## src/logic/decode_config.svh

```systemverilog
// decode stage configuration
// widths, RISC-V opcodes, funct3 codes, jump codes and immediate formats
`ifndef DECODE_CONFIG_SVH
`define DECODE_CONFIG_SVH

// datapath and field widths
`define XLEN        64
`define INST_W      32
`define REG_ADDR_W  5
`define OPCODE_W    7
`define FUNCT3_W    3
`define FUNCT7_W    7
`define JUMP_W      2
`define IMM_SEL_W   3

// base opcodes, inst[6:0]
`define OP_LUI      7'b011_0111
`define OP_AUIPC    7'b001_0111
`define OP_JAL      7'b110_1111
`define OP_JALR     7'b110_0111
`define OP_BRANCH   7'b110_0011
`define OP_LOAD     7'b000_0011
`define OP_STORE    7'b010_0011
`define OP_OP_IMM   7'b001_0011
`define OP_IMM_32   7'b001_1011
`define OP_OP       7'b011_0011
`define OP_OP_32    7'b011_1011
`define OP_MISC_MEM 7'b000_1111
`define OP_SYSTEM   7'b111_0011

// alu funct3 codes used by the decoder
`define F3OP_ADD_SUB 3'b000
`define F3OP_SLT     3'b010
`define F3OP_SLTU    3'b011

// branch funct3 codes, 010 and 011 are reserved
`define F3B_BEQ  3'b000
`define F3B_BNE  3'b001
`define F3B_BLT  3'b100
`define F3B_BGE  3'b101
`define F3B_BLTU 3'b110
`define F3B_BGEU 3'b111

// funct7 for subtract
`define F7_SUB 7'b010_0000

// jump condition codes
`define JUMP_NO      2'b00
`define JUMP_YES     2'b01
`define JUMP_ALU_EQZ 2'b10
`define JUMP_ALU_NEZ 2'b11

// immediate format select
`define IMM_NONE 3'd0
`define IMM_I    3'd1
`define IMM_S    3'd2
`define IMM_SB   3'd3
`define IMM_U    3'd4
`define IMM_UJ   3'd5

`endif

```

## src/logic/decode_pkg.sv

```systemverilog
// decode package
// vector types for the fields that travel through the ID stage
`default_nettype none

`include "decode_config.svh"

package decode_pkg;

    // register value or sign-extended immediate
    typedef logic [`XLEN-1:0] xlen_t;

    // raw instruction word from fetch
    typedef logic [`INST_W-1:0] inst_t;

    // architectural register index, r0 to r31
    typedef logic [`REG_ADDR_W-1:0] reg_addr_t;

    // major opcode, inst[6:0]
    typedef logic [`OPCODE_W-1:0] opcode_t;

    // funct3 as passed to the alu
    // may differ from inst[14:12] for branches and address calc
    typedef logic [`FUNCT3_W-1:0] funct3_t;

    // funct7 as passed to the alu
    // zero unless the op needs bit 5 (sub, sra)
    typedef logic [`FUNCT7_W-1:0] funct7_t;

    // jump condition, see JUMP_* codes
    // no jump, always, or on alu result zero / nonzero
    typedef logic [`JUMP_W-1:0] jump_code_t;

    // immediate format, see IMM_* codes
    typedef logic [`IMM_SEL_W-1:0] imm_sel_t;

endpackage

`default_nettype wire

```

## src/logic/decode_ctrl_if.sv

```systemverilog
// decoded control bundle
// carries every decoded field except the immediate value itself
`timescale 1ns/10ps
`default_nettype none

interface decode_ctrl_if;

    // register addresses, r0 forced where the op has no rs1
    decode_pkg::reg_addr_t  rs1;
    decode_pkg::reg_addr_t  rs2;
    decode_pkg::reg_addr_t  rd;

    // register usage, for hazard detect and writeback
    logic                   en_rs1;
    logic                   en_rs2;
    logic                   en_rd;

    // execute stage controls
    logic                   keep_pc_plus_immed;
    logic                   alu_use_immed;
    logic                   alu_width_32;
    decode_pkg::funct3_t    funct3;
    decode_pkg::funct7_t    funct7;

    // jump controls
    decode_pkg::jump_code_t jump_if;
    logic                   jump_absolute;

    // immediate format and error flag
    decode_pkg::imm_sel_t   imm_sel;
    logic                   illegal;

    modport decoder (
        output rs1, rs2, rd, en_rs1, en_rs2, en_rd,
        output keep_pc_plus_immed, alu_use_immed, alu_width_32, funct3, funct7,
        output jump_if, jump_absolute, imm_sel, illegal
    );

    // immediate generator only needs the format
    modport imm (input imm_sel);

    // the pipeline register takes the whole bundle
    modport stage (
        input rs1, rs2, rd, en_rs1, en_rs2, en_rd,
        input keep_pc_plus_immed, alu_use_immed, alu_width_32, funct3, funct7,
        input jump_if, jump_absolute, illegal
    );

endinterface

`default_nettype wire

```

## src/logic/ctrl_decoder.sv

```systemverilog
// control decoder
// maps opcode and funct3 onto register enables, alu and jump controls,
// the immediate format and an illegal flag
`timescale 1ns/10ps
`default_nettype none

`include "decode_config.svh"

module ctrl_decoder (
    input  decode_pkg::inst_t inst,
    decode_ctrl_if.decoder    ctrl
);

    // instruction fragments
    decode_pkg::opcode_t opcode;
    decode_pkg::funct3_t inst_funct3;

    assign opcode      = inst[6:0];
    assign inst_funct3 = inst[14:12];

    always_comb begin
        // defaults straight from the encoding
        ctrl.rs1    = inst[19:15];
        ctrl.rs2    = inst[24:20];
        ctrl.rd     = inst[11:7];
        ctrl.funct3 = inst_funct3;
        ctrl.funct7 = inst[31:25];

        // all flags low until an opcode claims them
        ctrl.keep_pc_plus_immed = 1'b0;
        ctrl.alu_use_immed      = 1'b0;
        ctrl.alu_width_32       = 1'b0;
        ctrl.jump_if            = `JUMP_NO;
        ctrl.jump_absolute      = 1'b0;
        ctrl.imm_sel            = `IMM_NONE;
        ctrl.illegal            = 1'b0;
        {ctrl.en_rs1, ctrl.en_rs2, ctrl.en_rd} = 3'b000;

        case (opcode)
            // upper immediates, alu computes r0 + imm
            `OP_LUI, `OP_AUIPC: begin
                ctrl.imm_sel       = `IMM_U;
                ctrl.rs1           = '0;
                ctrl.funct3        = `F3OP_ADD_SUB;
                ctrl.funct7        = '0;
                ctrl.alu_use_immed = 1'b1;
                {ctrl.en_rs1, ctrl.en_rs2, ctrl.en_rd} = 3'b001;
                // pc adder result replaces the alu result
                ctrl.keep_pc_plus_immed = (opcode == `OP_AUIPC);
            end

            // pc-relative jump, rd gets the return address
            `OP_JAL: begin
                ctrl.imm_sel       = `IMM_UJ;
                ctrl.rs1           = '0;
                ctrl.funct3        = `F3OP_ADD_SUB;
                ctrl.funct7        = '0;
                ctrl.alu_use_immed = 1'b1;
                ctrl.jump_if       = `JUMP_YES;
                {ctrl.en_rs1, ctrl.en_rs2, ctrl.en_rd} = 3'b001;
            end

            // absolute jump to rs1 + imm out of the alu
            `OP_JALR: begin
                ctrl.imm_sel       = `IMM_I;
                ctrl.funct3        = `F3OP_ADD_SUB;
                ctrl.funct7        = '0;
                ctrl.alu_use_immed = 1'b1;
                ctrl.jump_if       = `JUMP_YES;
                ctrl.jump_absolute = 1'b1;
                {ctrl.en_rs1, ctrl.en_rs2, ctrl.en_rd} = 3'b101;
            end

            // compare in the alu, target is pc + imm
            `OP_BRANCH: begin
                ctrl.imm_sel = `IMM_SB;
                ctrl.funct7  = '0;
                {ctrl.en_rs1, ctrl.en_rs2, ctrl.en_rd} = 3'b110;
                case (inst_funct3)
                    // subtract, equal when difference is zero
                    `F3B_BEQ: begin
                        ctrl.funct3  = `F3OP_ADD_SUB;
                        ctrl.funct7  = `F7_SUB;
                        ctrl.jump_if = `JUMP_ALU_EQZ;
                    end
                    `F3B_BNE: begin
                        ctrl.funct3  = `F3OP_ADD_SUB;
                        ctrl.funct7  = `F7_SUB;
                        ctrl.jump_if = `JUMP_ALU_NEZ;
                    end
                    // slt gives 1 when less than
                    `F3B_BLT: begin
                        ctrl.funct3  = `F3OP_SLT;
                        ctrl.jump_if = `JUMP_ALU_NEZ;
                    end
                    `F3B_BLTU: begin
                        ctrl.funct3  = `F3OP_SLTU;
                        ctrl.jump_if = `JUMP_ALU_NEZ;
                    end
                    // not less than means greater or equal
                    `F3B_BGE: begin
                        ctrl.funct3  = `F3OP_SLT;
                        ctrl.jump_if = `JUMP_ALU_EQZ;
                    end
                    `F3B_BGEU: begin
                        ctrl.funct3  = `F3OP_SLTU;
                        ctrl.jump_if = `JUMP_ALU_EQZ;
                    end
                    // 010 and 011 are reserved
                    default: ctrl.illegal = 1'b1;
                endcase
            end

            // address calc rs1 + imm
            `OP_LOAD: begin
                ctrl.imm_sel       = `IMM_I;
                ctrl.funct3        = `F3OP_ADD_SUB;
                ctrl.funct7        = '0;
                ctrl.alu_use_immed = 1'b1;
                {ctrl.en_rs1, ctrl.en_rs2, ctrl.en_rd} = 3'b101;
            end
            // rs2 is the store data
            `OP_STORE: begin
                ctrl.imm_sel       = `IMM_S;
                ctrl.funct3        = `F3OP_ADD_SUB;
                ctrl.funct7        = '0;
                ctrl.alu_use_immed = 1'b1;
                {ctrl.en_rs1, ctrl.en_rs2, ctrl.en_rd} = 3'b110;
            end

            // alu op comes from funct3 as encoded
            `OP_OP_IMM, `OP_IMM_32: begin
                ctrl.imm_sel       = `IMM_I;
                ctrl.funct7        = '0;
                ctrl.alu_use_immed = 1'b1;
                ctrl.alu_width_32  = (opcode == `OP_IMM_32);
                {ctrl.en_rs1, ctrl.en_rs2, ctrl.en_rd} = 3'b101;
            end
            // register-register, funct3 and funct7 pass through
            `OP_OP, `OP_OP_32: begin
                ctrl.alu_width_32 = (opcode == `OP_OP_32);
                {ctrl.en_rs1, ctrl.en_rs2, ctrl.en_rd} = 3'b111;
            end

            // fence and system ops go down the pipe as no-ops
            `OP_MISC_MEM, `OP_SYSTEM: begin
                ctrl.funct7 = '0;
            end

            default: ctrl.illegal = 1'b1;
        endcase

        // illegal ops must not touch registers or redirect fetch
        if (ctrl.illegal) begin
            {ctrl.en_rs1, ctrl.en_rs2, ctrl.en_rd} = 3'b000;
            ctrl.jump_if       = `JUMP_NO;
            ctrl.jump_absolute = 1'b0;
        end
    end

    // no register traffic from an illegal op, whatever the opcode path
    a_illegal_no_en: assert final ($isunknown(inst) || !ctrl.illegal ||
                                   !(ctrl.en_rs1 || ctrl.en_rs2 || ctrl.en_rd))
        else $error("illegal instruction with a register enable set");

    // absolute target only for an unconditional jump
    a_abs_uncond: assert final ($isunknown(inst) || !ctrl.jump_absolute ||
                                ctrl.jump_if == `JUMP_YES)
        else $error("jump_absolute without jump_if JUMP_YES");

endmodule

`default_nettype wire

```

## src/logic/decode_top.sv

```systemverilog
// RV64I/M instruction decode stage
// combinational decode of one instruction per cycle, registered into ID/EX
`timescale 1ns/10ps
`default_nettype none

module decode_top (
    input  logic                   clk,
    input  logic                   reset,

    // from fetch
    input  decode_pkg::inst_t      inst,
    input  logic                   inst_valid,

    // to execute
    output logic                   out_valid,
    output decode_pkg::reg_addr_t  rs1,
    output decode_pkg::reg_addr_t  rs2,
    output decode_pkg::reg_addr_t  rd,
    output logic                   en_rs1,
    output logic                   en_rs2,
    output logic                   en_rd,
    output decode_pkg::xlen_t      immed,
    output logic                   keep_pc_plus_immed,
    output logic                   alu_use_immed,
    output logic                   alu_width_32,
    output decode_pkg::funct3_t    funct3,
    output decode_pkg::funct7_t    funct7,
    output decode_pkg::jump_code_t jump_if,
    output logic                   jump_absolute,
    output logic                   illegal
);

    // decoded fields, shared by all three blocks
    decode_ctrl_if ctrl_if ();

    // unregistered immediate
    decode_pkg::xlen_t imm_value;

    ctrl_decoder i_ctrl_decoder (
        .inst (inst),
        .ctrl (ctrl_if.decoder)
    );

    imm_gen i_imm_gen (
        .inst  (inst),
        .ctrl  (ctrl_if.imm),
        .immed (imm_value)
    );

    id_ex_reg i_id_ex_reg (
        .clk                (clk),
        .reset              (reset),
        .inst_valid         (inst_valid),
        .ctrl               (ctrl_if.stage),
        .immed              (imm_value),
        .out_valid          (out_valid),
        .rs1                (rs1),
        .rs2                (rs2),
        .rd                 (rd),
        .en_rs1             (en_rs1),
        .en_rs2             (en_rs2),
        .en_rd              (en_rd),
        .out_immed          (immed),
        .keep_pc_plus_immed (keep_pc_plus_immed),
        .alu_use_immed      (alu_use_immed),
        .alu_width_32       (alu_width_32),
        .funct3             (funct3),
        .funct7             (funct7),
        .jump_if            (jump_if),
        .jump_absolute      (jump_absolute),
        .illegal            (illegal)
    );

endmodule

`default_nettype wire

```

## src/logic/id_ex_reg.sv

```systemverilog
// ID/EX pipeline register
// captures the decoded bundle on a valid strobe, valid bit every cycle
`timescale 1ns/10ps
`default_nettype none

`include "decode_config.svh"

module id_ex_reg (
    input  logic                   clk,
    input  logic                   reset,
    input  logic                   inst_valid,
    decode_ctrl_if.stage           ctrl,
    input  decode_pkg::xlen_t      immed,

    output logic                   out_valid,
    output decode_pkg::reg_addr_t  rs1,
    output decode_pkg::reg_addr_t  rs2,
    output decode_pkg::reg_addr_t  rd,
    output logic                   en_rs1,
    output logic                   en_rs2,
    output logic                   en_rd,
    output decode_pkg::xlen_t      out_immed,
    output logic                   keep_pc_plus_immed,
    output logic                   alu_use_immed,
    output logic                   alu_width_32,
    output decode_pkg::funct3_t    funct3,
    output decode_pkg::funct7_t    funct7,
    output decode_pkg::jump_code_t jump_if,
    output logic                   jump_absolute,
    output logic                   illegal
);

    // valid and control flags
    always_ff @(posedge clk) begin
        if (reset) begin
            out_valid          <= 1'b0;
            en_rs1             <= 1'b0;
            en_rs2             <= 1'b0;
            en_rd              <= 1'b0;
            keep_pc_plus_immed <= 1'b0;
            alu_use_immed      <= 1'b0;
            alu_width_32       <= 1'b0;
            jump_if            <= `JUMP_NO;
            jump_absolute      <= 1'b0;
            illegal            <= 1'b0;
        end else begin
            // bubbles pass through as out_valid low
            out_valid <= inst_valid;
            if (inst_valid) begin
                en_rs1             <= ctrl.en_rs1;
                en_rs2             <= ctrl.en_rs2;
                en_rd              <= ctrl.en_rd;
                keep_pc_plus_immed <= ctrl.keep_pc_plus_immed;
                alu_use_immed      <= ctrl.alu_use_immed;
                alu_width_32       <= ctrl.alu_width_32;
                jump_if            <= ctrl.jump_if;
                jump_absolute      <= ctrl.jump_absolute;
                illegal            <= ctrl.illegal;
            end
        end
    end

    // payload, held while out_valid is low
    always_ff @(posedge clk) begin
        if (inst_valid) begin
            rs1       <= ctrl.rs1;
            rs2       <= ctrl.rs2;
            rd        <= ctrl.rd;
            out_immed <= immed;
            funct3    <= ctrl.funct3;
            funct7    <= ctrl.funct7;
        end
    end

    // nothing leaves the stage straight out of reset
    a_reset_invalid: assert property (@(posedge clk) reset |=> !out_valid)
        else $error("out_valid high the cycle after reset");

    // exactly one cycle from strobe to valid output
    a_one_cycle: assert property (@(posedge clk) disable iff (reset)
                                  !reset |=> out_valid == $past(inst_valid))
        else $error("out_valid does not follow inst_valid by one cycle");

endmodule

`default_nettype wire

```

## src/logic/imm_gen.sv

```systemverilog
// immediate generator
// sign-extends and unscrambles the five RISC-V immediate formats
`timescale 1ns/10ps
`default_nettype none

`include "decode_config.svh"

module imm_gen (
    input  decode_pkg::inst_t inst,
    decode_ctrl_if.imm        ctrl,
    output decode_pkg::xlen_t immed
);

    // one candidate per format, all sign-extended from inst[31]
    decode_pkg::xlen_t imm_i;
    decode_pkg::xlen_t imm_s;
    decode_pkg::xlen_t imm_sb;
    decode_pkg::xlen_t imm_u;
    decode_pkg::xlen_t imm_uj;

    // 12 bits, loads, jalr, op-imm
    assign imm_i  = {{(`XLEN-12){inst[31]}}, inst[31:20]};
    // 12 bits split around rd field
    assign imm_s  = {{(`XLEN-12){inst[31]}}, inst[31:25], inst[11:7]};
    // 13 bits, halfword aligned branch offset
    assign imm_sb = {{(`XLEN-13){inst[31]}}, inst[31], inst[7], inst[30:25],
                     inst[11:8], 1'b0};
    // upper 20 bits, low 12 zero
    assign imm_u  = {{(`XLEN-32){inst[31]}}, inst[31:12], 12'b0};
    // 21 bits, jal offset
    assign imm_uj = {{(`XLEN-21){inst[31]}}, inst[31], inst[19:12], inst[20],
                     inst[30:21], 1'b0};

    // format chosen by the control decoder
    always_comb begin
        case (ctrl.imm_sel)
            `IMM_I:  immed = imm_i;
            `IMM_S:  immed = imm_s;
            `IMM_SB: immed = imm_sb;
            `IMM_U:  immed = imm_u;
            `IMM_UJ: immed = imm_uj;
            // op, misc-mem, system and illegal
            default: immed = '0;
        endcase
    end

    // branch and jal targets stay halfword aligned
    a_target_aligned: assert final ($isunknown(ctrl.imm_sel) ||
                                    !(ctrl.imm_sel == `IMM_SB ||
                                      ctrl.imm_sel == `IMM_UJ) ||
                                    immed[0] == 1'b0)
        else $error("odd immediate on a branch or jal format");

endmodule

`default_nettype wire

```

## config.mk

```make
export PLATFORM = sky130hd
export DESIGN_NAME = decode_top
export DESIGN_NICKNAME = d
export VERILOG_FILES = /design/src/logic/decode_pkg.sv /design/src/logic/decode_ctrl_if.sv /design/src/logic/ctrl_decoder.sv /design/src/logic/decode_top.sv /design/src/logic/id_ex_reg.sv /design/src/logic/imm_gen.sv
export VERILOG_INCLUDE_DIRS = /design/src /design/src/logic
export SDC_FILE = /design/constraint.sdc
export NUM_CORES = 1
export LEC_CHECK = 0
export BUFFER_PORTS_ARGS = -buffer_cell sky130_fd_sc_hd__buf_2
export CORE_MARGIN = 8
export CORE_UTILIZATION = 30
export CTS_CLUSTER_DIAMETER = 150
export DETAILED_ROUTE_END_ITERATION = 7
export GPL_ROUTABILITY_DRIVEN = 0
export PLACE_DENSITY = 0.56
export SLEW_MARGIN = 5
export SYNTH_ARGS = -nofsm -noshare
export SYNTH_HDL_FRONTEND = slang
export SYNTH_SLANG_ARGS = --single-unit
```

## constraint.sdc

```tcl
create_clock -name clk -period 1.8 [get_ports clk]
set_input_delay 0.18 -clock clk [delete_from_list [all_inputs] [get_ports clk]]
set_output_delay 0.18 -clock clk [all_outputs]
set_load 0.02 [all_outputs]
```

[Word level (Yosys, flattened, before mapping)]
Cells that the tools add are included.
Widths: inputs -> output; s select.
Operators by class
  multiplexer cells: 22
  equal/unequal tests: 23
  reduce and logical (&&, ||, !) cells: 20
Operator list (count)
  $pmux 64 s5: 1
  $eq 7x6->1 const B: 4
  $eq 7x7->1 const B: 4
  $eq 7x5->1 const B: 3
  $eq 3x3->1 const B: 6
  $reduce_or 8->1: 2
  $pmux 3 s5: 1
  $pmux 7 s2: 1
  $reduce_or 2->1: 7
  $reduce_or 12->1: 1
  $reduce_or 6->1: 2
  $mux 1: 11
  $reduce_or 10->1: 1
  $pmux 3 s3: 1
  $reduce_or 3->1: 3
  $reduce_or 9->1: 1
  $pmux 2 s2: 2
  $reduce_or 4->1: 2
  $eq 7x2->1 const B: 1
  $eq 7x4->1 const B: 1
  $eq 3x1->1 const B: 2
  $eq 3x2->1 const B: 2
  $mux 6: 1
  $pmux 3 s2: 1
  other kinds (3): 4
Storage, ports and cells
  word-level logic and storage cells: 81
  input bits: 35
  flip-flop bits (word level): 100

[Logic depth before layout (Yosys ltp)]
Gate-level depths: netlist of the first run.
  word-level depth: 5
  gate-level depth with buffers: 7
  depth with buffers taken out: 5

[Modules after synthesis]
Synthesis of the first run repeated with hierarchy kept, for this count alone.
Unflattened totals
  cell total of the unflattened synthesis: 319
  area, all modules: 4340.4 µm²
By module, submodules not included
  id_ex_reg: cells each 123, times used 1, area each 3052.9 µm², seq. area each 2892.8 µm²
  ctrl_decoder: cells each 98, times used 1, area each 656.9 µm², seq. area each 0.0 µm²
  imm_gen: cells each 98, times used 1, area each 630.6 µm², seq. area each 0.0 µm²

[Least setup slack after synthesis of the first run]
OpenSTA, ideal clock, no wires.
  path type: input to register
  from: input port inst[4]
  to: register i_id_ex_reg.funct7[0] (data pin)
  arrival: 1228 ps
  cell stages on the path: 5
  slack: 318 ps
  path buffers: 0
  cells stage by stage: and2b_4 or3_4 a31oi_4 o21ai_1 and2_1
On the way
  word-level cells in the longest chain between the ends: 3
Ends and longest elaborated chain
  start, declared: line decode_top.sv:11  | input decode_pkg::inst_t inst,
  $eq 7x6->1, or another cell as far along: line ctrl_decoder.sv:39  | case (opcode)
  $reduce_or 10->1 (no source line)
  $pmux 7 s2 *: line ctrl_decoder.sv:39
  named net ctrl_if.funct7[0]: line decode_ctrl_if.sv:23  | decode_pkg::funct7_t funct7;
  end signal, assigned: line id_ex_reg.sv:71  | funct7 <= ctrl.funct7;
  end, declared: line id_ex_reg.sv:27  | output decode_pkg::funct7_t funct7,
The timed path passes the listed nets; every way through them passes the cells marked *.
A chain may end at the register's enable or synchronous reset.

[Worst setup path in the final report of the first run]
  from: input port inst[2]
  to: register i_id_ex_reg.out_immed[21] (data pin)
On the way
  word-level cells in the longest chain between the ends: 5
Ends and longest elaborated chain
  $eq 7x7->1, or another cell as far along: line ctrl_decoder.sv:39
  $reduce_or 4->1 (no source line) / $reduce_or 2->1 (equally long branches)
  $pmux 3 s5 *: line ctrl_decoder.sv:39
  $eq 3x3->1, or another cell as far along: line imm_gen.sv:36  | case (ctrl.imm_sel)
  $pmux 64 s5 *: line imm_gen.sv:36
  named net i_id_ex_reg.immed[21]: line id_ex_reg.sv:13  | input decode_pkg::xlen_t immed,
  end signal, assigned: line id_ex_reg.sv:69  | out_immed <= immed;
  end, declared: line id_ex_reg.sv:22  | output decode_pkg::xlen_t out_immed,
Marked as above.

==> results.txt, run 1 <==
- The initial utilization of the core area, before any placement, comes to 30.8%.
* Final Hold Viols: 0
* Setup slack of the worst register-to-register path: 1060 ps
- In this run the tool buffered the top-level ports with 134 buffer cells.
* Wire length of the first global-routing pass: 12.9 mm
- Relative slew slack: 43.1%
* Die X-Extent: 119 um
- Minimum period implied by the final worst setup slack: 1390 ps
- # setup viols final: 0
* Reg power frac: 52.4%
* Hold Path Class: input port to flop
- The number of antenna violations at the first check in global routing came to 0.
- After layout, the worst path uses 77.1% of the clock period.
- Cell at the root of the clock tree: sky130_fd_sc_hd__clkbuf_8
- Flip-flop and latch count after synthesis: 68
* Number of instances resized during post-cts repair: 0
* Number of nets still failing antenna checks after routing: 0
- The number of pins exceeding their max-slew limit in the final report is 0.
- Detailed-placement wirelength estimate: 6.44 mm
* Die span in y: 119 um
* Diode count: 0
- Total Nets Final: 421
* Leading post-synthesis cells by cell area: sky130_fd_sc_hd__edfxtp_1 54%, sky130_fd_sc_hd__buf_4 8.0%, sky130_fd_sc_hd__dfxtp_1 6.9%, sky130_fd_sc_hd__a21o_1 4.7%, sky130_fd_sc_hd__and2_1 2.9%
- Internal power comes to 0.00251 W.
* Kind of critical path: input port to flop
- In the layout the commonest cells are 134 x sky130_fd_sc_hd__buf_2, 57 x sky130_fd_sc_hd__edfxtp_1, 22 x sky130_fd_sc_hd__buf_4, 20 x sky130_fd_sc_hd__nor2_1, 20 x sky130_fd_sc_hd__a21o_1.
- Number of warnings printed during yosys synthesis: 0
* Share of the yosys chip area belonging to registers: 60.7%
- Violation count after the first detailed-routing iteration: 139
* Number of maximum-capacitance constraint violations: 0
* # IOs: 135
- Leaving out fill and tap cells, the most frequent cell in the layout is sky130_fd_sc_hd__buf_2.
- Counting flops with an async set or reset pin after synthesis yields a share of 0%.
- Max Buffers Root-to-Sink: 2
- Entering global routing, the biggest net connects 43 pins.
- Share of the synthesized area in the top cell type: 53.8%
- STA classifies the critical path startpoint as an input port.
- The clock network burns 30.1% of the power.
* Fmax: 721 MHz
- In the global route stage, overall resource usage came out at 11.6%.
* Number of distinct standard cells referenced by the synthesized netlist: 42
- Setup repair bufs after CTS: 0
- Hold buffer count at CTS: 0
* Inst Count DP: 511
- Number of detailed-route iterations in the first pass: 7
- Worst clock skew: 0 ps
* Switching share of power: 28.3%
- Routed wire per std cell: 15.8 um
* Avg Inst Size Synth: 12.1 um^2
- The detailed router placed 2371 vias in this run.
- After clock tree synthesis, the clock-pin slew on the worst setup and hold paths is 70 ps.
* Slew of the pin with the lowest slew margin: 850 ps
- Summed over all failing endpoints, the final setup total negative slack is 0 ps.
- For the worst setup path, the data required time is 2010 ps.
- The floorplan has 37 rows.
- Vias per inst: 4.50
- Crit-path max FO: 11
* RSZ-0062 raised after global routing: false
* Area growth from synthesis to layout: 27.9%
- Yosys mapped a number of flops with a built-in enable equal to 57.
- Prevailing post-synth register cell: sky130_fd_sc_hd__edfxtp_1
- Total Die Area: 14200 um^2
* H-tree lvl count: 3
- Run status: completed
- CTS sink cnt: 68
* Switching power of the nets: 0.000993 W
* Cell area after synthesis: 3180 um^2
- Clock tree from TritonCTS: built
- Pwr/cell area: 862 nW/um^2
- Clock latency of the later-clocked register in the worst-skew pair: 340 ps
- Wires add up to 8.32 mm.
- Worst vdd ir: 0.309 mV
- Remaining Overflow, GRT: 0
- Total clock buffers created by CTS: 9
- STA puts the critical path data arrival time at 1600 ps.
* Syn nets: 297
* Leakage: 1.85 nW
* Number of standard cells after synthesis: 262
* Post-route DRC: 0
- Once layout is complete, the cells apart from fillers number 527.
* Via count of the first global-routing pass: 2415
- Combinational logic is responsible for 17.5% of the overall power.
- Crit path capture type: flop
- Leading area contributor after synthesis: sky130_fd_sc_hd__edfxtp_1
- Core region area: 10300 um^2
- Proportion of layout cells with a drive suffix above 1: 45.8%
-- metrics by stage --
step	hold slack [ps]	power [W]	worst slack (ps)	utilization [%]	instance area (um^2)
after floorplan	279	0.00227	318	-	3180
after global placement	382	0.00249	84.2	37.9	3910
after detailed placement	381	0.00250	60.7	37.9	3910
after CTS	11.6	0.00356	427	39.4	4070
after global routing	16.9	0.00367	235	39.4	4070
final	36.1	0.00351	412	39.4	4070
-- per-layer routing --
metal	global-route usage (%)	wire length, um
met4	3.95	118
met2	19.1	4030
met3	5.95	781
met5	0	0
met1	12.5	3390
-- cells in the mapped netlist (all sizes together), types with 2 or more instances --
cell type	instances
a21o	20
a21oi	12
a22o	5
a31oi	2
and2	15
and3	2
buf	40
clkbuf	4
dfxtp	11
edfxtp	57
inv	6
mux2i	2
nand2	8
nand2b	5
nand3	3
nand3b	3
nor2	20
nor2b	7
nor3	8
nor3b	2
o211ai	2
o21ai	11
o32ai	2
or3b	2
-- state kept, by name (all words and copies together) (netlist names) --
| register | cells |
|---|---|
| i_id_ex_reg.out_immed | 32 |
| i_id_ex_reg.funct7 | 7 |
| i_id_ex_reg.rd | 5 |
| i_id_ex_reg.rs1 | 5 |
| i_id_ex_reg.rs2 | 5 |
| i_id_ex_reg.funct3 | 3 |
| i_id_ex_reg.jump_if | 2 |
| i_id_ex_reg.alu_use_immed | 1 |
| i_id_ex_reg.alu_width_32 | 1 |
| i_id_ex_reg.en_rd | 1 |
| i_id_ex_reg.en_rs1 | 1 |
| i_id_ex_reg.en_rs2 | 1 |
| i_id_ex_reg.illegal | 1 |
| i_id_ex_reg.jump_absolute | 1 |
| i_id_ex_reg.keep_pc_plus_immed | 1 |
| i_id_ex_reg.out_valid | 1 |
-- kinds of logic after synthesis --
logic type / share of synthesized area, %
simple gates: 14.2
flops: 60.7
compound gates: 14.4
buf+inv: 10.1
mux: 0.629
-- worst paths after layout --
check,end,cells past startpoint,from
worst max-delay path,i_id_ex_reg.out_immed[21]$_DFFE_PP_,5,inst[2]
worst min register to register,i_id_ex_reg.alu_width_32$_SDFFE_PP0P_,2,i_id_ex_reg.alu_width_32$_SDFFE_PP0P_
worst min-delay path,i_id_ex_reg.rd[2]$_DFFE_PP_,1,inst[9]
worst max register to register,i_id_ex_reg.en_rs1$_SDFFE_PP0P_,2,i_id_ex_reg.en_rs1$_SDFFE_PP0P_
-- power groups by stage --
stage                     sequential [W]  clock (W)  combinational, W
after global routing             0.00184    0.00116          0.000663
final                            0.00184    0.00106          0.000613
after floorplan                  0.00202          0          0.000252
after detailed placement         0.00187          0          0.000622
after CTS                        0.00184    0.00110          0.000624
after global placement           0.00187          0          0.000620
-- area by class of cell --
cell class | count | area [um^2]
fillers | 1016 | 6250
flip-flops and latches | 68 | 1930
multi-input cells | 144 | 927
repair buffers | 157 | 856
well taps | 136 | 170
clock buffers | 11 | 131
clock inverters | 5 | 30.0
inverters | 6 | 22.5
-- worst max-delay path, cell delays in order --
cell                       delay [ps]
sky130_fd_sc_hd__buf_2            130
sky130_fd_sc_hd__o21ai_0          270
sky130_fd_sc_hd__o211ai_1         180
sky130_fd_sc_hd__nor2_1           690
sky130_fd_sc_hd__a21o_1           140
Power figures use the tool's default switching activity.
==> inputs of run 2 (changes only) <==
--- a/config.mk
+++ b/config.mk
@@ -6,6 +6,7 @@
 export SDC_FILE = /design/constraint.sdc
 export NUM_CORES = 1
 export LEC_CHECK = 0
+export ABC_AREA = 1
 export BUFFER_PORTS_ARGS = -buffer_cell sky130_fd_sc_hd__buf_2
 export CORE_MARGIN = 8
 export CORE_UTILIZATION = 30
==> constraint.sdc (replaced) <==
create_clock -name clk -period 1.3 [get_ports clk]
set_input_delay 0.13 -clock clk [delete_from_list [all_inputs] [get_ports clk]]
set_output_delay 0.13 -clock clk [all_outputs]
set_load 0.02 [all_outputs]
==> run 2 against run 1 <==
  * Combinational power up 37%
  * Global-route usage grew 0.46 points
  * First-iteration DRC count decreased by 28%
  * Utilization up 2.5 points
  * Register-to-register slack worse by 410 ps
  * Die area grew 0.61%
  * Worst hold slack got worse by 8.8 ps
  * Clock power is 75% higher
  * Area after synthesis is 0.71% higher
  * Sequential share of layout area fell by 3.1 points
  * Critical endpoint is now immed[53]
  * Largest power group unchanged
==> results.txt, run 2 <==
- IR analysis of the VDD net gives a maximum drop of 0.604 mV.
- The number of pins exceeding their max-slew limit in the final report came to 0.
- For this design the ratio of total power to cell area is 1210 nW/um^2.
- The first detailed-routing pass ran for 5 iterations.
- After clock tree synthesis, the repair step resized 0 gates.
- For this block, the initial DRC count from the detailed router was 100.
- Kind of critical path: flop to output pin
- Flip-flop and latch count after synthesis: 68
- Of the total synthesized cell area, the portion taken by XOR and XNOR cells is 0%.
* Place WS: -219 ps
- In the post-synthesis netlist, the biggest area contributors are sky130_fd_sc_hd__edfxtp_1 53%, sky130_fd_sc_hd__buf_4 7.5%, sky130_fd_sc_hd__dfxtp_1 6.9%, sky130_fd_sc_hd__nand2_1 4.7%, sky130_fd_sc_hd__nor2_1 4.1%.
* Core region area: 10400 um^2
- # setup viols final: 0
* Mux share of post-synthesis cell area: 0%
* Cell at the root of the clock tree: sky130_fd_sc_hd__clkbuf_8
- Setup Total Neg Slack: 0 ps
* Fraction of the core area covered by cells at the end of the flow: 42.0%
- Pin placement for this block handled 135 I/O pins.
- After Yosys synthesis, full adders, half adders and majority gates account for 0% of the synthesized area.
* Wire length of the first global-routing pass: 13.5 mm
* Final WS setup: 100 ps
* Number of maximum-capacitance constraint violations: 0
- Crit path capture type: output pin
- Total Die Area: 14200 um^2
- Minimum period implied by the final worst setup slack: 1200 ps
* Total Nets Final: 486
- The library cells used most frequently in the layout, excluding fill and tap cells, are 134 x sky130_fd_sc_hd__buf_2, 57 x sky130_fd_sc_hd__edfxtp_1, 40 x sky130_fd_sc_hd__nand2_1, 35 x sky130_fd_sc_hd__nor2_1, 34 x sky130_fd_sc_hd__buf_4.
* Diode count: 0
- Standard-cell rows: 37
* Pin count of the biggest net entering global routing: 56
* Remaining Overflow, GRT: 0
- In the synthesized netlist the dominant register cell turns out to be sky130_fd_sc_hd__edfxtp_1.
- Yosys mapped a number of flops with a built-in enable equal to 57.
* Die X-Extent: 119 um
* Leakage: 2.10 nW
- The number of global-route vias before repair is 2622.
* Final design instance area without fill: 4350 um^2
- Fraction of the mapped netlist area in compound gates: 8.00%
- After synthesis the cells add up to 3200 um^2.
- Top Family by Delay on Critical Path: flip-flops
- The routed design has 8.71 mm of wire.
- For the worst setup path, the data required time is 1170 ps.
- H-tree lvl count: 3
- Syn nets: 335
- In the synthesized netlist, the cells that appear most often are 57 x sky130_fd_sc_hd__edfxtp_1, 40 x sky130_fd_sc_hd__nand2_1, 35 x sky130_fd_sc_hd__nor2_1.
- Post-route DRC: 0
* Cell with the most instances after synthesis: sky130_fd_sc_hd__edfxtp_1
- Vias per inst: 4.32
- Fillers: 1048
- In this run the vertical extent of the chip is 119 um.
* Routed wire per std cell: 14.7 um
- The total count of hold-check failures in the final report was 0.
* Post-Synth Simple-Gate Area: 19.2%
* Number of standard cells after synthesis: 300
- Traced cell by cell, the critical path runs through buf_4 > buf_2.
- CTS clock-pin slew for the worst setup and hold paths: 70 ps
- Asr flop ratio synth: 0%
* Largest register FFs: 32
* Minimum hold slack: 27.4 ps
- For this design, the slowest cell found on the critical path is sky130_fd_sc_hd__edfxtp_1.
- Clock latency of the later-clocked register in the worst-skew pair: 340 ps
* Final critical-path share of the clock period: 92.3%
- Startpoint Class: flop
- RSZ-0062 raised after global routing: false
* Number of distinct standard cells referenced by the synthesized netlist: 32
- Run status: completed
- Across every metal layer, demand over resource in global routing totals 12.0%.
* Leading area contributor after synthesis: sky130_fd_sc_hd__edfxtp_1
- Largest registers in the final layout: i_id_ex_reg.out_immed (32), i_id_ex_reg.funct7 (7)
- Largest family of logic cells by synthesized area: simple AND/OR/NAND/NOR gates
- Number of antenna violations at the first check in global routing: 1
- The min-delay analysis places its worst path in the category input port to flop.
- From synthesis to final layout, the design area changed by 35.8%.
* Max Buffers Root-to-Sink: 2
- Summing all flip-flop and latch instances after layout gives 1930 um^2.
* Slew of the pin with the lowest slew margin: 338 ps
* Share of the yosys chip area belonging to registers: 60.3%
- Fmax: 834 MHz
* Placed standard-cell area: 4060 um^2
* Total clock buffers created by CTS: 9
- The largest single stage delay on the critical path is 380 ps.
* Initial Util: 30.9%
* Crit-path max FO: 17
- Once detail routing completed, the nets flagged for antenna violations numbered 0.
- On the final layout, the worst clock skew is 0 ps.
- Number of buffer and inverter stages on the critical path: 2
- Detailed-placement wirelength estimate: 6.69 mm
- Port buffering added 134 buffers.
- The library cell used most frequently in the layout, excluding fill and tap cells, is sky130_fd_sc_hd__buf_2.
- During synthesis, Yosys emitted a total of 0 warnings.
- Clock tree synthesis found a total of 68 sinks.
* Avg Inst Size Synth: 10.7 um^2
* Proportion of layout cells with a drive suffix above 1: 47.3%
- In the final layout, the multi-input gates occupy 871 um^2.
* Total via count in the routed design: 2556
* Arrival @ worst endpoint: 1070 ps
* Share of the synthesized area in the top cell type: 53.4%
- Clock tree from TritonCTS: built
* Relative slew slack: 77.5%
- The register with the most flip-flops in the final layout is i_id_ex_reg.out_immed.
run 2: layout make-up:
| type | instances | share of cell area [%] |
|---|---|---|
| Clock inverter | 5 | 1.78 |
| Clock buffer | 10 | 2.93 |
| Tap cell | 136 | 3.91 |
| Timing Repair Buffer | 176 | 23.8 |
| Sequential cell | 68 | 44.4 |
| Multi-Input combinational cell | 161 | 20.0 |
| Inverter | 35 | 3.13 |
run 2: metal layers:
metal	vias up	global-route usage (%)	routed length, um
met2	106	19.7	4100
met3	13	5.38	840
met1	1157	13.4	3610
li1	1278	-	-
met5	-	0	13
met4	2	4.84	143
run 2: metrics by stage:
stage,power [W],instances
6_report,0.00525,591
5_1_grt,0.00548,591
4_1_cts,0.00533,589
3_5_place_dp,0.00343,568
3_3_place_gp,0.00343,568
2_1_floorplan,0.00313,300
run 2: timing repair:
item,in CTS,in global routing
cloned,0,0
setup endpoints to repair,33,1
endpoints found under the hold margin,4,1
buffers inserted,2,1
hold buffers,4,1
pin swaps,0,1
run 2: cell families after synthesis:
kind of cell / after synthesis
compound gates: 44
flops: 68
buf+inv: 71
simple gates: 117
run 2: report_power, final:
group	internal, W	total [W]	switching (W)
Sequential	0.00251	0.00255	0.0000385
Combinational	0.000275	0.000841	0.000566
Clock	0.00106	0.00186	0.000793
Total	0.00385	0.00525	0.00140
run 2: worst paths after layout:
kind | slack [ps] | depth (start not counted) | to | from
setup / recovery | 100 | 2 | immed[53] | i_id_ex_reg.out_immed[62]$_DFFE_PP_
hold / removal | 30 | 1 | i_id_ex_reg.rs2[1]$_DFFE_PP_ | inst[21]
setup reg to reg | 650 | 4 | i_id_ex_reg.alu_width_32$_SDFFE_PP0P_ | i_id_ex_reg.alu_width_32$_SDFFE_PP0P_
hold reg to reg | 470 | 2 | i_id_ex_reg.en_rs2$_SDFFE_PP0P_ | i_id_ex_reg.en_rs2$_SDFFE_PP0P_
==> inputs of run 3 (changes only) <==
--- a/config.mk
+++ b/config.mk
@@ -7,13 +7,14 @@
 export NUM_CORES = 1
 export LEC_CHECK = 0
 export ABC_AREA = 1
-export BUFFER_PORTS_ARGS = -buffer_cell sky130_fd_sc_hd__buf_2
+export BUFFER_PORTS_ARGS = -buffer_cell sky130_fd_sc_hd__clkbuf_2
 export CORE_MARGIN = 8
 export CORE_UTILIZATION = 30
 export CTS_CLUSTER_DIAMETER = 150
 export DETAILED_ROUTE_END_ITERATION = 7
 export GPL_ROUTABILITY_DRIVEN = 0
 export PLACE_DENSITY = 0.56
+export RECOVER_POWER = 50
 export SLEW_MARGIN = 5
 export SYNTH_ARGS = -nofsm -noshare
 export SYNTH_HDL_FRONTEND = slang
==> constraint.sdc (replaced) <==
create_clock -name clk -period 1.35 [get_ports clk]
set_input_delay 0.135 -clock clk [delete_from_list [all_inputs] [get_ports clk]]
set_output_delay 0.135 -clock clk [all_outputs]
set_load 0.02 [all_outputs]
==> run 3 against run 2 <==
  * Worst hold slack better by 33 ps
  * Total power up 0.22%
  * Register-to-register slack better by 20 ps
  * Combinational power down 7.4%
  * Cell count down 0.34%
  * Count of clock-buffer cells in the layout unchanged
  * Cell area down 1.3%
  * Flip-flop and latch count unchanged
  * Worst setup slack better by 9.9 ps
  * Largest power group unchanged
==> results.txt, run 3 (synthesis gave the netlist of run 2 again) <==
* RSZ-0062 raised after global routing: false
* R2R depth: 4
- Entering global routing, the biggest net connects 46 pins.
- Violation count after the first detailed-routing iteration: 107
- Max-cap violations in this run came to 0.
- Initial Util: 30.9%
- Commonest cells after routing, fill and taps aside: 84 x sky130_fd_sc_hd__clkbuf_2, 57 x sky130_fd_sc_hd__edfxtp_1, 52 x sky130_fd_sc_hd__clkbuf_1, 41 x sky130_fd_sc_hd__nand2_1, 35 x sky130_fd_sc_hd__nor2_1
* Setup repair bufs after CTS: 0
- Before CTS, the worst setup slack after placement is -179 ps.
- Max Buffers Root-to-Sink: 2
* Cell at the root of the clock tree: sky130_fd_sc_hd__clkbuf_8
- Static timing analysis puts the maximum clock frequency at 807 MHz.
- TritonCTS built the clock tree.
- Relative slew slack: 53.7%
- Of the cells placed in the final design, the portion with a size suffix greater than 1 is 35.3%.
- Remaining Overflow, GRT: 0
* Crit-path max FO: 33
- Once detail routing completed, the nets flagged for antenna violations numbered 0.
- Between clock sinks in the finished design, the worst skew comes to 0 ps.
* Wire length of the first global-routing pass: 13.3 mm
- At the pin with the least slew margin, the transition time is 695 ps.
* Total Nets Final: 483
* Placed standard-cell area: 4070 um^2
* Beginning of the worst hold path: reset
- The path class of the tightest hold or removal check is input port to flop.
- The floorplan step defined a core boundary enclosing 10400 um^2.
- Leakage: 1.96 nW
* Total Die Area: 14200 um^2
- The worst hold path was traced through 2 stages.
- Adding up every negative setup slack in the final design gives 0 ps.
* Number of antenna violations at the first check in global routing: 0
- At the later pin of the worst-skew pair, clock insertion delay measures 340 ps.
- Detailed placement ended at an HPWL of 6.70 mm.
* Capture point of the worst reg-to-reg path: i_id_ex_reg.alu_width_32$_SDFFE_PP0P_
- In this run, the combinational gates consume 14.8% of the power.
- In the final routed layout, each cell accounts on average for 14.4 um.
* Destination of the worst hold path: i_id_ex_reg.jump_absolute$_SDFFE_PP0P_
- H-tree lvl count: 3
- CP required: 1220 ps
* Total area of sequential cells: 1930 um^2
- Cell Int Power: 0.00389 W
* Final design instance area without fill: 4300 um^2
* Run status: completed
- The design draws 0.00526 W.
- Setup slack on the critical path of the routed design comes to 110 ps.
- Using the TritonRoute via totals, the vias-per-cell ratio works out to 4.30.
- STA classifies the critical path startpoint as a flop.
- Largest register FFs: 32
- Of the total power, the clock network draws 38.4%.
- Final critical-path share of the clock period: 91.8%
* # setup viols final: 0
* Die span in y: 119 um
* Overall global routing resource usage: 11.9%
- Buffers placed on the I/O ports in this run total 134.
- Arrival @ worst endpoint: 1100 ps
- Setup slack on the worst reg-to-reg path comes out at 670 ps.
- Number of detailed-route iterations in the first pass: 4
* Crit path capture type: output pin
- Excluding fillers, the count of instances in the completed layout stands at 589.
- The total count of hold-check failures in the final report is 0.
* Die X-Extent: 119 um
- Pin placement for this block handled 135 I/O pins.
* Launching point of the worst reg2reg path: i_id_ex_reg.alu_width_32$_SDFFE_PP0P_
* Total clock buffers created by CTS: 9
- Start point of the critical path: i_id_ex_reg.out_immed[62]$_DFFE_PP_
* Inst Count DP: 567
- Switching share of power: 26.1%
- VDD sags by at most 0.558 mV.
- Switching power of the nets: 0.00137 W
- Routed WL: 8.50 mm
- The final route contains 2533 vias.
* Multi-input gate area: 863 um^2
- Via count of the first global-routing pass: 2666
- Per report_power, the sequential group accounts for 46.8% of the total.
- Dividing total power by cell area gives a power density of 1230 nW/um^2.
- Final Max Tran Viols: 0
- Area growth from synthesis to layout: 34.0%
* Fillers: 1072
* Kind of critical path: flop to output pin
- In the final layout, the registers with the most flip-flops are i_id_ex_reg.out_immed (32), i_id_ex_reg.funct7 (7).
- The floorplan has 37 rows.
- Register ranked first by flip-flop count: i_id_ex_reg.out_immed
- The number of antenna diodes in the final layout is 0.
* CTS clock-pin slew for the worst setup and hold paths: 70 ps
* CTS sink cnt: 68
- Subtracting the final worst setup slack from the clock period gives 1240 ps.
- Post-route DRC: 0
- Leaving out fill and tap cells, the most frequent cell in the layout is sky130_fd_sc_hd__clkbuf_2.
-- run 3: worst max-delay path: stages (launching register included) --
cell	delay, ps
sky130_fd_sc_hd__edfxtp_1	340
sky130_fd_sc_hd__buf_6	210
sky130_fd_sc_hd__clkbuf_2	210
-- run 3: power groups by stage --
stage	registers (W)	clock network, W	logic, W
floorplan	0.00270	0	0.000308
global placement	0.00251	0	0.000799
detailed placement	0.00252	0	0.000803
CTS	0.00247	0.00209	0.000819
global route	0.00248	0.00214	0.000841
finish	0.00246	0.00202	0.000779
-- run 3: how the worst max path moves through the flow --
| stage | endpoint | slack (ps) | cells after the start |
|---|---|---|---|
| 4_1_cts | immed[53] | 2 | 2 |
| 6_report | immed[53] | 110 | 2 |
| 2_1_floorplan | immed[32] | 30 | 1 |
| 3_5_place_dp | i_id_ex_reg.out_immed[62]$_DFFE_PP_ | -180 | 9 |
| 3_3_place_gp | i_id_ex_reg.out_immed[62]$_DFFE_PP_ | -150 | 9 |
| 5_1_grt | i_id_ex_reg.out_immed[62]$_DFFE_PP_ | 10 | 9 |
-- run 3: final cells by class --
cell class / count / area share [%]
Clock buffer: 10 / 2.97
Timing Repair Buffer: 173 / 22.2
Tap cell: 136 / 3.96
Sequential cell: 68 / 45.0
Inverter: 35 / 3.18
Multi-Input combinational cell: 161 / 20.1
Clock inverter: 6 / 2.62
-- run 3: repair_timing --
action	4_1_cts	5_1_grt
gates resized for setup	0	1
setup endpoints to repair	0	33
hold buffers	6	0
hold endpoints to repair	6	0
-- run 3: metrics by stage --
stage,hold slack [ps],util (%)
after floorplan,234,-
after global placement,337,39.2
after detailed placement,335,39.2
after CTS,8.50,42.1
after global routing,58.2,41.4
final,60.5,41.4
-- run 3: metal layers --
layer	wire length [um]	track usage, %
met3	872	4.82
met4	201	7.10
met5	0	0
met1	3540	13.0
met2	3890	19.0
